<file path="src/hw/dla_pkg.sv">
// DLA package
// Grid geometry, pixel values, Avalon-MM widths and the structs
// shared by the engine blocks and the top level
package dla_pkg;

    // ----------------------------------------
    // Grid geometry
    // ----------------------------------------
    localparam int DLA_XW    = 6;
    localparam int DLA_YW    = 6;
    localparam int DLA_HSIZE = 64;
    localparam int DLA_VSIZE = 64;

    // ----------------------------------------
    // VRAM word layout
    // ----------------------------------------
    localparam int DLA_AW = DLA_YW + DLA_XW;           // Word address is {y, x}
    localparam int DLA_DW = 16;
    localparam logic [DLA_DW-1:0] DLA_PIXEL_ON  = '1;
    localparam logic [DLA_DW-1:0] DLA_PIXEL_OFF = '0;

    localparam int DLA_MAX_STEPS = 4096;               // Walk length before discard
    localparam int DLA_LFSR_W    = 16;

    // Grid point, bit layout equals the VRAM word address
    typedef struct packed {
        logic [DLA_YW-1:0] y;
        logic [DLA_XW-1:0] x;
    } dla_point_t;

    // Avalon-MM master side
    typedef struct packed {
        logic [DLA_AW-1:0] address;
        logic              read;
        logic              write;
        logic [DLA_DW-1:0] writedata;
    } dla_avn_req_t;

    // Avalon-MM slave side
    typedef struct packed {
        logic              waitrequest;
        logic              readdatavalid;
        logic [DLA_DW-1:0] readdata;
    } dla_avn_rsp_t;

endpackage

</file>
<file path="src/hw/dla_lfsr.sv">
// DLA random source
// Galois LFSR, loads SEED on reset and advances one step per shift strobe
module dla_lfsr #(
    parameter logic [dla_pkg::DLA_LFSR_W-1:0] SEED = 16'h0001,
    parameter logic [dla_pkg::DLA_LFSR_W-1:0] TAP  = 16'hD008
) (
    input  logic                            clk,
    input  logic                            rst,
    input  logic                            shift,
    output logic [dla_pkg::DLA_LFSR_W-1:0]  value
);

    logic [dla_pkg::DLA_LFSR_W-1:0] value_next;

    // Shift right, fold the taps in when a one falls out
    always_comb begin
        value_next = value >> 1;
        if (value[0]) begin
            value_next = value_next ^ TAP;
        end
    end

    always_ff @(posedge clk) begin
        if (rst) begin
            value <= SEED;                      // Must be non-zero
        end else if (shift) begin
            value <= value_next;
        end
    end

endmodule

</file>
<file path="src/hw/dla_particle_check.sv">
// DLA particle check
// Reads a pixel and its four neighbours from VRAM and reports whether
// the point is on the edge, already occupied, or touching the cluster
module dla_particle_check (
    input  logic                  clk,
    input  logic                  rst,
    input  logic                  check_start,
    input  dla_pkg::dla_point_t   check_point,
    output logic                  check_done,
    output logic                  hit_boundary,
    output logic                  hit_occupied,
    output logic                  hit_neighbor,
    output dla_pkg::dla_avn_req_t avn_req,
    input  dla_pkg::dla_avn_rsp_t avn_rsp
);

    import dla_pkg::*;

    logic       busy;
    dla_point_t centre;         // Latched point under test
    dla_point_t rd_point;
    logic [2:0] rd_cnt;         // Reads accepted
    logic [2:0] rsp_cnt;        // Read data returned
    logic       on_edge;

    assign on_edge = (check_point.x == '0) || (check_point.x == DLA_XW'(DLA_HSIZE - 1)) ||
                     (check_point.y == '0) || (check_point.y == DLA_YW'(DLA_VSIZE - 1));

    // ----------------------------------------
    // Read address sequence
    // ----------------------------------------
    // Centre, north, south, west, east
    always_comb begin
        rd_point = centre;
        case (rd_cnt)
            3'd1: rd_point.y = centre.y - 1'b1;
            3'd2: rd_point.y = centre.y + 1'b1;
            3'd3: rd_point.x = centre.x - 1'b1;
            3'd4: rd_point.x = centre.x + 1'b1;
            default: ;
        endcase
    end

    always_comb begin
        avn_req.address   = rd_point;
        avn_req.read      = busy && (rd_cnt != 3'd5);
        avn_req.write     = 1'b0;
        avn_req.writedata = DLA_PIXEL_OFF;
    end

    always_ff @(posedge clk) begin
        if (check_start && !busy) centre <= check_point;
    end

    // ----------------------------------------
    // Control and response collection
    // ----------------------------------------
    always_ff @(posedge clk) begin
        if (rst) begin
            busy         <= 1'b0;
            rd_cnt       <= '0;
            rsp_cnt      <= '0;
            check_done   <= 1'b0;
            hit_boundary <= 1'b0;
            hit_occupied <= 1'b0;
            hit_neighbor <= 1'b0;
        end else begin
            check_done <= 1'b0;
            if (!busy) begin
                if (check_start) begin
                    rd_cnt       <= '0;
                    rsp_cnt      <= '0;
                    hit_boundary <= on_edge;
                    hit_occupied <= 1'b0;
                    hit_neighbor <= 1'b0;
                    busy         <= !on_edge;
                    check_done   <= on_edge;    // Edge needs no reads
                end
            end else begin
                // Reads may run ahead of the returned data
                if (avn_req.read && !avn_rsp.waitrequest) rd_cnt <= rd_cnt + 1'b1;
                if (avn_rsp.readdatavalid) begin
                    rsp_cnt <= rsp_cnt + 1'b1;
                    if (avn_rsp.readdata != DLA_PIXEL_OFF) begin
                        if (rsp_cnt == 3'd0) hit_occupied <= 1'b1;
                        else                 hit_neighbor <= 1'b1;
                    end
                    if (rsp_cnt == 3'd4) begin  // Last of five
                        busy       <= 1'b0;
                        check_done <= 1'b1;
                    end
                end
            end
        end
    end

endmodule

</file>
<file path="src/hw/dla_particle_walk.sv">
// DLA particle walk
// Moves one particle in random unit steps, checking its surroundings
// before each step, and writes the pixel where it sticks
module dla_particle_walk (
    input  logic                  clk,
    input  logic                  rst,
    input  logic                  walk_start,
    input  dla_pkg::dla_point_t   walk_point,
    input  logic [1:0]            dir_bits,
    output logic                  walk_done,
    output logic                  walk_valid,
    output logic                  step_shift,
    output logic                  check_start,
    output dla_pkg::dla_point_t   check_point,
    input  logic                  check_done,
    input  logic                  hit_boundary,
    input  logic                  hit_occupied,
    input  logic                  hit_neighbor,
    output dla_pkg::dla_avn_req_t avn_req,
    input  dla_pkg::dla_avn_rsp_t avn_rsp
);

    import dla_pkg::*;

    typedef enum logic [2:0] {
        S_IDLE,
        S_CHECK,
        S_WAIT,
        S_STEP,
        S_WRITE
    } state_t;

    state_t                         state;
    dla_point_t                     pos;
    logic [$clog2(DLA_MAX_STEPS):0] steps;

    assign check_start = (state == S_CHECK);
    assign check_point = pos;
    assign step_shift  = (state == S_STEP);     // Fresh direction for next step

    always_comb begin
        avn_req.address   = pos;
        avn_req.read      = 1'b0;
        avn_req.write     = (state == S_WRITE);
        avn_req.writedata = DLA_PIXEL_ON;
    end

    // Position, always interior when a step is taken
    always_ff @(posedge clk) begin
        if (state == S_IDLE && walk_start) begin
            pos <= walk_point;
        end else if (state == S_STEP) begin
            case (dir_bits)
                2'd0: pos.y <= pos.y - 1'b1;    // North
                2'd1: pos.y <= pos.y + 1'b1;    // South
                2'd2: pos.x <= pos.x - 1'b1;    // West
                2'd3: pos.x <= pos.x + 1'b1;    // East
            endcase
        end
    end

    // ----------------------------------------
    // Walk sequencing
    // ----------------------------------------
    always_ff @(posedge clk) begin
        if (rst) begin
            state      <= S_IDLE;
            steps      <= '0;
            walk_done  <= 1'b0;
            walk_valid <= 1'b0;
        end else begin
            walk_done <= 1'b0;
            case (state)
                S_IDLE: begin
                    if (walk_start) begin
                        steps <= '0;
                        state <= S_CHECK;
                    end
                end
                S_CHECK: state <= S_WAIT;
                S_WAIT: begin
                    if (check_done) begin
                        if (hit_boundary || hit_occupied || steps == DLA_MAX_STEPS) begin
                            walk_done  <= 1'b1;     // Discarded
                            walk_valid <= 1'b0;
                            state      <= S_IDLE;
                        end else if (hit_neighbor) begin
                            state <= S_WRITE;
                        end else begin
                            state <= S_STEP;
                        end
                    end
                end
                S_STEP: begin
                    steps <= steps + 1'b1;
                    state <= S_CHECK;
                end
                S_WRITE: begin
                    if (!avn_rsp.waitrequest) begin
                        walk_done  <= 1'b1;
                        walk_valid <= 1'b1;
                        state      <= S_IDLE;
                    end
                end
                default: state <= S_IDLE;
            endcase
        end
    end

endmodule

</file>
<file path="src/hw/dla_simulate.sv">
// DLA engine top level
// Sequences image init and particle walks, counts stuck particles and
// arbitrates the three VRAM masters onto one Avalon-MM port
module dla_simulate #(
    parameter int PARTICLE_COUNT = 2000
) (
    input  logic                  clk,
    input  logic                  rst,
    output dla_pkg::dla_avn_req_t vram_req,
    input  dla_pkg::dla_avn_rsp_t vram_rsp,
    output logic                  sim_done
);

    import dla_pkg::*;

    typedef enum logic [4:0] {
        S_IDLE = 5'b00001,
        S_INIT = 5'b00010,
        S_NEW  = 5'b00100,
        S_WALK = 5'b01000,
        S_DONE = 5'b10000
    } state_t;

    typedef logic [$clog2(PARTICLE_COUNT + 1)-1:0] count_t;

    state_t                state;
    state_t                state_next;
    count_t                par_left;           // Particles still to stick
    logic                  init_start, init_done;
    logic                  walk_start, walk_done, walk_valid, step_shift;
    logic                  check_start, check_done;
    logic                  hit_boundary, hit_occupied, hit_neighbor;
    dla_point_t            walk_point, check_point;
    dla_avn_req_t          init_req, walk_req, check_req;
    logic [DLA_LFSR_W-1:0] x_rand, y_rand, dir_rand;

    assign walk_point.x = x_rand[DLA_XW-1:0];
    assign walk_point.y = y_rand[DLA_YW-1:0];
    assign sim_done     = (state == S_DONE);

    // ----------------------------------------
    // Sequencing FSM
    // ----------------------------------------
    always_comb begin
        init_start = 1'b0;
        walk_start = 1'b0;
        state_next = state;
        case (state)
            S_IDLE: begin
                init_start = 1'b1;
                state_next = S_INIT;
            end
            S_INIT: if (init_done) state_next = S_NEW;
            S_NEW: begin
                walk_start = 1'b1;
                state_next = S_WALK;
            end
            S_WALK: begin
                if (walk_done) begin
                    if (walk_valid && par_left == count_t'(1)) state_next = S_DONE;
                    else                                       state_next = S_NEW;
                end
            end
            default: state_next = S_DONE;
        endcase
    end

    always_ff @(posedge clk) begin
        if (rst) begin
            state    <= S_IDLE;
            par_left <= count_t'(PARTICLE_COUNT);
        end else begin
            state <= state_next;
            if (walk_done && walk_valid) par_left <= par_left - 1'b1;
        end
    end

    // Init, then walk write, then check read; only one is ever active
    always_comb begin
        if (init_req.write)      vram_req = init_req;
        else if (walk_req.write) vram_req = walk_req;
        else                     vram_req = check_req;
    end

    // ----------------------------------------
    // Sub-blocks
    // ----------------------------------------
    dla_vram_init vram_init_i (
        .clk, .rst, .init_start, .init_done,
        .avn_req (init_req),
        .avn_rsp (vram_rsp)
    );

    dla_particle_check particle_check_i (
        .clk, .rst, .check_start, .check_point, .check_done,
        .hit_boundary, .hit_occupied, .hit_neighbor,
        .avn_req (check_req),
        .avn_rsp (vram_rsp)
    );

    dla_particle_walk particle_walk_i (
        .clk, .rst, .walk_start, .walk_point,
        .dir_bits (dir_rand[1:0]),
        .walk_done, .walk_valid, .step_shift,
        .check_start, .check_point, .check_done,
        .hit_boundary, .hit_occupied, .hit_neighbor,
        .avn_req  (walk_req),
        .avn_rsp  (vram_rsp)
    );

    dla_lfsr #(.SEED(16'hABCD)) lfsr_x_i (
        .clk, .rst, .shift (walk_start), .value (x_rand)
    );

    dla_lfsr #(.SEED(16'h1234)) lfsr_y_i (
        .clk, .rst, .shift (walk_start), .value (y_rand)
    );

    dla_lfsr #(.SEED(16'h5A5A), .TAP(16'hB400)) lfsr_dir_i (
        .clk, .rst, .shift (step_shift), .value (dir_rand)
    );

endmodule

</file>
<file path="src/hw/dla_vram_init.sv">
// DLA VRAM initialisation
// Sweeps the whole image writing free pixels, then places the seed
// pixel at the centre and pulses init_done
module dla_vram_init (
    input  logic                  clk,
    input  logic                  rst,
    input  logic                  init_start,
    output logic                  init_done,
    output dla_pkg::dla_avn_req_t avn_req,
    input  dla_pkg::dla_avn_rsp_t avn_rsp
);

    import dla_pkg::*;

    typedef enum logic [1:0] {
        S_IDLE,
        S_CLEAR,
        S_SEED
    } state_t;

    state_t            state;
    logic [DLA_AW-1:0] addr;
    logic [DLA_AW-1:0] seed_addr;
    logic              accepted;

    assign seed_addr = {DLA_YW'(DLA_VSIZE / 2), DLA_XW'(DLA_HSIZE / 2)};
    assign accepted  = avn_req.write && !avn_rsp.waitrequest;

    always_comb begin
        avn_req.read      = 1'b0;
        avn_req.write     = (state != S_IDLE);
        avn_req.address   = (state == S_SEED) ? seed_addr : addr;
        avn_req.writedata = (state == S_SEED) ? DLA_PIXEL_ON : DLA_PIXEL_OFF;
    end

    always_ff @(posedge clk) begin
        if (rst) begin
            state     <= S_IDLE;
            addr      <= '0;
            init_done <= 1'b0;
        end else begin
            init_done <= 1'b0;
            case (state)
                S_IDLE: begin
                    if (init_start) begin
                        addr  <= '0;
                        state <= S_CLEAR;
                    end
                end
                S_CLEAR: begin
                    if (accepted) begin
                        addr <= addr + 1'b1;    // Holds while stalled
                        if (addr == DLA_AW'(DLA_HSIZE * DLA_VSIZE - 1)) state <= S_SEED;
                    end
                end
                S_SEED: begin
                    if (accepted) begin
                        init_done <= 1'b1;
                        state     <= S_IDLE;
                    end
                end
                default: state <= S_IDLE;
            endcase
        end
    end

endmodule

</file>
<file path="config.mk">
export PLATFORM = sky130hd
export DESIGN_NAME = dla_simulate
export DESIGN_NICKNAME = d
export VERILOG_FILES = /design/src/hw/dla_pkg.sv /design/src/hw/dla_lfsr.sv /design/src/hw/dla_particle_check.sv /design/src/hw/dla_particle_walk.sv /design/src/hw/dla_simulate.sv /design/src/hw/dla_vram_init.sv
export SDC_FILE = /design/constraint.sdc
export NUM_CORES = 1
export LEC_CHECK = 0
export ABC_AREA = 1
export BUFFER_PORTS_ARGS = -buffer_cell sky130_fd_sc_hd__buf_2
export CELL_PAD_IN_SITES_DETAIL_PLACEMENT = 2
export CELL_PAD_IN_SITES_GLOBAL_PLACEMENT = 2
export CORE_MARGIN = 2
export CORE_UTILIZATION = 35
export CTS_CLUSTER_DIAMETER = 50
export DETAILED_ROUTE_END_ITERATION = 7
export PLACE_DENSITY = 0.9
export SLEW_MARGIN = 10
export SYNTH_ARGS = -nofsm -noshare
export SYNTH_HDL_FRONTEND = slang
export SYNTH_HIERARCHICAL = 1
export SYNTH_SLANG_ARGS = --single-unit
</file>
<file path="constraint.sdc">
create_clock -name clk -period 2.8 [get_ports clk]
set_input_delay 0.42 -clock clk [delete_from_list [all_inputs] [get_ports clk]]
set_output_delay 0.42 -clock clk [all_outputs]
set_load 0.02 [all_outputs]
</file>
==> results.py, run 1 <==
metrics = {
    "critical_path": {
        "r2r_cells": 7,
        "crit_buf_inv": 3,
        "worstSetupPathType": "flip-flop to output port",
        "start_kind": "flip-flop",
        "critPathSlowestCell": "dfxtp_4",
        "crit_chain": "inv_6 > ha_4 > nand2_8 > buf_6 > ha_4 > nand2_4 > nand2_4 > nand3b_1 > nand2_1 > nand2_2 > nand2_2 > nand2_2 > nand2_2 > nand2_4 > a21oi_4 > buf_6",
        "reg2reg_to": "particle_walk_i/avn_req[22]$_DFFE_PP_",
        "end_kind": "output port",
        "required_ps": 2380,
        "rr_startpoint": "lfsr_dir_i/value[0]$_SDFFE_PP0P_",
        "path_depth": 16,
        "max_stage_delay_ps": 370,
        "cp.arrival_ps": 2730,
        "worst-r2r-setup-slack_ps": 180,
        "cp_max_fo": 5,
        "cpMostUsedCell": "nand2_2",
        "cp_top_family": "simple AND/OR/NAND/NOR gates",
    },
    "place": {
        "pre_cts_ws_ps": -29.3,
        "port_buffers": 50,
        "dp_hpwl_um": 18300,
        "gp_congestion": 0.819,
    },
    "finish": {
        "num-fill-cells": 2735,
        "drive_gt1_share_pct": 18.5,
        "layout_common_cells": "nand2_1 (258), nor2_1 (149), inv_1 (113)",
        "final_common_cell": "nand2_1",
        "seqCellArea_um2": 2890,
        "multiInputGateArea_um2": 4450,
        "synthToLayoutAreaGrowth_pct": 14.4,
        "fin_nets": 1232,
        "fin_util_pct": 40.4,
        "num_antenna_cells": 0,
    },
    "global_routing": {
        "overflow": 0,
        "grt_pass1_wl_um": 55200,
        "busiest_layer": "met2",
        "gr-usage-met3_pct": 5.34,
        "grt_pass1_vias": 9068,
        "grt_util_met1_pct": 33.4,
        "grt_util_all_layers_pct": 29.5,
        "grt_max_degree": 42,
        "antenna_found_initial": 0,
        "use_met2_pct": 53.2,
    },
    "floorplanning": {
        "start_util_pct": 35.3,
        "rows": 56,
        "die_w_um": 157,
        "die_y_um": 157,
        "coreArea_um2": 23300,
        "die-area_um2": 24700,
        "io_pins": 51,
    },
    "pwr": {
        "p_switching_mw": 1.40,
        "leakage_nw": 4.20,
        "intPower_mw": 3.77,
        "swShare_pct": 27.1,
        "power.total_mw": 5.17,
        "p_seq_share_pct": 38.0,
        "power.share.clock_pct": 51.1,
        "ir_worst_vdd_uv": 316,
        "p_per_area_nw_per_um2": 550,
        "pwr-share-comb_pct": 10.9,
    },
    "outcome": {
        "violations": "setup timing",
        "outcome": "complete, but fails checks",
    },
    "timing": {
        "fin_crit_sh_pct": 112,
        "fin_skew_ps": 12.2,
        "grt_setup_unrepaired": "true",
        "setup-tns-final_ps": -1860,
        "final-hold-violation-count": 0,
        "drv_slew": 0,
        "fmax_ghz": 0.318,
        "worst_slack_ps": -349,
        "slew_headroom_pct": 19.6,
        "tightest_slew_ps": 1190,
        "finalCriticalPeriod_ps": 3150,
        "setup_viol": 9,
    },
    "flow_run": {
        "drv_cap": 0,
    },
    "hold_path": {
        "holdPathEnd": "particle_check_i/check_done$_SDFF_PP0_",
        "hold_start": "vram_rsp[16]",
        "whs_path_depth": 3,
        "min_path_type": "input port to flip-flop",
    },
    "detailed_routing": {
        "drc": 0,
        "dr.pass1.iters": 5,
        "dr_total_vias": 8066,
        "ant_nets": 0,
        "wl_per_cell_um": 23.9,
        "wl_um": 36100,
        "drtIter0Drc": 521,
        "avgViaCountPerCell": 5.33,
    },
    "synthesis": {
        "synth_cells": 1168,
        "postSynthAreaPerCell_um2": 7.04,
        "ys_warn_count": 6,
        "syn_area_um2": 8220,
    },
    "clock_network": {
        "clkTransAtPathRegs_ps": 60,
        "numCtsBuffers": 17,
        "cts-root-buf": "clkbuf_16",
        "worstSkewPairLatency_ps": 450,
        "cts.sinks": 132,
        "ctsHoldBuffers": 0,
        "htreeDepth": 4,
        "clk_path_buf_depth": 2,
        "cts_tree": "yes",
    },
}
==> power groups by stage <==
stage                     registers [mW]  logic [mW]  clock network (mW)
after global placement              2.00       0.464                   0
after detailed placement            2.00       0.486                   0
final                               1.96       0.565                2.64
after floorplan                     2.00       0.359                   0
after CTS                           1.96       0.545                2.67
after global routing                1.96       0.613                2.73
==> routing by layer <==
| metal | routed length (um) | vias up | part of all wire [%] |
|---|---|---|---|
| met5 | 0 | - | 0 |
| met3 | 1490 | 114 | 4.1 |
| met2 | 18600 | 244 | 51 |
| li1 | - | 3656 | - |
| met1 | 14400 | 4052 | 40 |
| met4 | 1680 | 0 | 4.6 |
==> tightest hold or removal path, delay by kind of cell <==
| kind | cells | cell delay (ps) |
|---|---|---|
| AOI/OAI and AO/OA | 1 | 70 |
| and+or+nand+nor | 1 | 110 |
| buffers and inverters | 1 | 120 |
==> area by class of cell <==
cell class / count / share of cell area (%)
Multi-Input combinational cell: 828 / 47.3
Sequential cell: 132 / 30.8
Clock buffer: 25 / 6.30
Inverter: 132 / 5.44
Timing Repair Buffer: 70 / 4.88
Tap cell: 319 / 4.25
Clock inverter: 7 / 1.01
==> registers in the layout, indices dropped and copies added, names as in the netlist, 5 cells and up <==
register and cells:
vram_init_i/addr 12, par_left 11, lfsr_dir_i/value 16, particle_check_i/centre 12, lfsr_x_i/value 16, lfsr_y_i/value 16, particle_walk_i/steps 13, particle_walk_i/avn_req 12
state 5
==> timing repair <==
action | in CTS | in global routing
gates resized for setup | 69 | 33
setup endpoints to repair | 11 | 16
hold endpoints to repair | 0 | 0
pin swaps | 23 | 21
buffers inserted | 6 | 4
==> metrics by stage <==
stage / instance area, um^2 / hold slack [ps] / std cells
5_1_grt: 9400 / 339 / 1513
2_1_floorplan: 8330 / 428 / 1199
6_report: 9400 / 330 / 1513
3_5_place_dp: 8280 / 449 / 1472
4_1_cts: 9270 / 313 / 1510
3_3_place_gp: 8280 / 438 / 1472
==> worst max path at each step <==
stage                                            startpoint            to  slack, ps
floorplan           particle_check_i/rd_cnt[0]$_SDFFE_PP0P_  vram_req[29]        250
global placement    particle_check_i/rd_cnt[0]$_SDFFE_PP0P_  vram_req[29]        130
detailed placement  particle_check_i/rd_cnt[0]$_SDFFE_PP0P_  vram_req[29]        -30
CTS                 particle_check_i/rd_cnt[0]$_SDFFE_PP0P_  vram_req[28]       -250
global route        particle_check_i/rd_cnt[0]$_SDFFE_PP0P_  vram_req[29]       -390
finish              particle_check_i/rd_cnt[0]$_SDFFE_PP0P_  vram_req[29]       -350
No activity file was read; power rests on OpenSTA's default activity.
==> run 2: changes to the inputs <==
--- a/config.mk
+++ b/config.mk
@@ -6,13 +6,13 @@
 export NUM_CORES = 1
 export LEC_CHECK = 0
 export ABC_AREA = 1
-export BUFFER_PORTS_ARGS = -buffer_cell sky130_fd_sc_hd__buf_2
 export CELL_PAD_IN_SITES_DETAIL_PLACEMENT = 2
 export CELL_PAD_IN_SITES_GLOBAL_PLACEMENT = 2
 export CORE_MARGIN = 2
-export CORE_UTILIZATION = 35
+export CORE_UTILIZATION = 37
 export CTS_CLUSTER_DIAMETER = 50
 export DETAILED_ROUTE_END_ITERATION = 7
+export DONT_BUFFER_PORTS = 1
 export PLACE_DENSITY = 0.9
 export SLEW_MARGIN = 10
 export SYNTH_ARGS = -nofsm -noshare
==> run 2 against run 1 <==
Against the previous run:
- the flow finishes with violations (capacitance limit, slew limit, setup timing)
- clock skew up 3.3 ps
- largest cell class unchanged
- critical path depth shrank 1
- utilization up 2.5 points
- critical endpoint is now vram_req[28]
- sequential power hardly changed
==> results.py, run 2 (same netlist as run 1, synthesis figures left out) <==
metrics = {
    "finish": {
        "num_antenna_cells": 0,
        "final_common_cell": "nand2_1",
        "reg_top3": "lfsr_dir_i/value x16, lfsr_x_i/value x16, lfsr_y_i/value x16",
        "drive_gt1_share_pct": 17.8,
        "fin_nets": 1223,
        "num-fill-cells": 2493,
        "fin_area_um2": 9360,
        "fin_util_pct": 42.9,
        "layout_common_cells": "nand2_1 (256), nor2_1 (150), inv_1 (114)",
        "synthToLayoutAreaGrowth_pct": 13.9,
    },
    "clock_network": {
        "cts-root-buf": "clkbuf_16",
        "numCtsBuffers": 17,
        "htreeDepth": 4,
        "cts_tree": "yes",
        "clkTransAtPathRegs_ps": 70,
        "cts.sinks": 132,
        "clk_path_buf_depth": 2,
        "worstSkewPairLatency_ps": 450,
    },
    "global_routing": {
        "antenna_found_initial": 0,
        "grt_max_degree": 54,
        "grt_util_met1_pct": 33.4,
        "busiest_layer": "met2",
        "use_met2_pct": 53.5,
        "grt_pass1_wl_um": 54100,
        "grt_pass1_vias": 9036,
        "gr-usage-met3_pct": 5.22,
        "overflow": 0,
        "grt_util_all_layers_pct": 29.4,
    },
    "floorplanning": {
        "die-area_um2": 23400,
        "io_pins": 51,
        "die_w_um": 153,
        "start_util_pct": 37.7,
        "die_y_um": 153,
        "rows": 54,
        "coreArea_um2": 21800,
    },
    "pwr": {
        "p_switching_mw": 1.43,
        "intPower_mw": 3.59,
        "pwr-share-comb_pct": 12.1,
        "power.share.clock_pct": 48.8,
        "leakage_nw": 4.15,
        "p_seq_share_pct": 39.1,
        "p_per_area_nw_per_um2": 536,
        "swShare_pct": 28.4,
        "ir_worst_vdd_uv": 433,
    },
    "timing": {
        "fin_crit_sh_pct": 114,
        "setup_viol": 14,
        "tightest_slew_ps": 1530,
        "slew_headroom_pct": -3.09,
        "timing.hold.ws_ps": 25.5,
        "grt_setup_unrepaired": "true",
        "final-hold-violation-count": 0,
        "fin_skew_ps": 15.5,
        "drv_slew": 7,
        "fmax_ghz": 0.313,
        "worst_slack_ps": -393,
        "finalCriticalPeriod_ps": 3190,
    },
    "critical_path": {
        "start_kind": "flip-flop",
        "worstSetupPathType": "flip-flop to output port",
        "end_kind": "output port",
        "required_ps": 2380,
        "cp_max_fo": 6,
        "cp.arrival_ps": 2770,
    },
    "detailed_routing": {
        "wl_um": 40600,
        "ant_nets": 0,
        "drtIter0Drc": 673,
        "drc": 0,
        "dr.pass1.iters": 5,
        "wl_per_cell_um": 27.7,
        "dr_total_vias": 8479,
        "avgViaCountPerCell": 5.79,
    },
    "flow_run": {
        "drv_cap": 1,
    },
    "place": {
        "port_buffers": 0,
        "gp_congestion": 0.840,
        "placed_area_um2": 8190,
        "dp_hpwl_um": 17700,
    },
    "hold_path": {
        "min_path_type": "input port to flip-flop",
    },
    "outcome": {
        "violations": "capacitance limit, slew limit, setup timing",
        "outcome": "complete, but fails checks",
    },
}
[run 2: cell count changes in the layout (fill, tap and decap cells not counted), moves of 2 or more]
cell	previous run	this run
buf_2	40	0
buf_4	21	50
inv_2	16	11
clkbuf_1	0	3
clkbuf_16	22	19
nand2_2	16	19
a21oi_1	106	104
a21oi_2	13	15
clkinv_2	1	3
ha_1	19	17
ha_4	8	10
inv_4	2	4
nand2_1	258	256
nand3_2	10	8
[run 2: metrics by stage]
| stage | power (mW) | std cells | setup WS (ps) | setup TNS [ps] |
|---|---|---|---|---|
| 6_report | 5.02 | 1464 | -393 | -2370 |
| 3_3_place_gp | 2.47 | 1411 | 140 | 0 |
| 2_1_floorplan | 2.36 | 1199 | 248 | 0 |
| 4_1_cts | 4.87 | 1449 | -91.2 | -204 |
| 5_1_grt | 5.12 | 1464 | -430 | -2870 |
| 3_5_place_dp | 2.49 | 1411 | 50.4 | 0 |
[run 2: routing by layer]
metal	vias up	wire, um	share of wire, %
met1	4318	15900	39
met3	145	2210	5.4
met5	-	0	0
met4	0	2240	5.5
met2	382	20300	50
li1	3634	-	-
[run 2: layout make-up]
class	count	area (um^2)	share of cell area [%]
timing repair buffer	61	508	5.43
multi-input combinational	828	4480	47.9
clock buffer	24	514	5.50
sequential	132	2890	30.9
clock inverter	7	92.6	0.989
inverter	132	522	5.58
tap	280	350	3.74
[run 2: final timing paths]
path	cells past startpoint	endpoint	slack (ps)	startpoint
setup / recovery	15	vram_req[28]	-390	particle_check_i/rd_cnt[0]$_SDFFE_PP0P_
hold / removal	0	state[0]$_SDFFE_PP1P_	30	rst
setup reg to reg	7	particle_check_i/hit_boundary$_SDFFE_PP0P_	260	particle_walk_i/state[0]$_SDFFE_PP0P_
hold reg to reg	2	lfsr_dir_i/value[6]$_SDFFE_PP1P_	460	lfsr_dir_i/value[6]$_SDFFE_PP1P_
[run 2: repair_timing]
item / CTS / global route
resized for setup: 44 / 51
setup buffers: 7 / 15
hold buffers: 0 / 0
setup endpoints to repair: 11 / 28
pin swaps: 14 / 32
hold endpoints to repair: 0 / 0
cloned: 0 / 0
[run 2: power groups by stage]
stage	Combinational [mW]	Clock [mW]	Sequential, mW
after floorplan	0.359	0	2.00
after global placement	0.468	0	2.00
after detailed placement	0.487	0	2.00
after CTS	0.517	2.39	1.96
after global routing	0.632	2.53	1.96
final	0.606	2.45	1.96
[run 2: critical path, cell delays in order (launching register included)]
cell and delay [ps]:
dfxtp_4 360, inv_6 80, ha_4 170, nand2_8 90
buf_4 160, fa_2 390, nand2_2 90, nand2_1 80
a21oi_2 170, buf_4 140, nand2_1 90, nand3_1 100
nand2_1 70, nand2_1 100, a21oi_2 80, buf_6 150
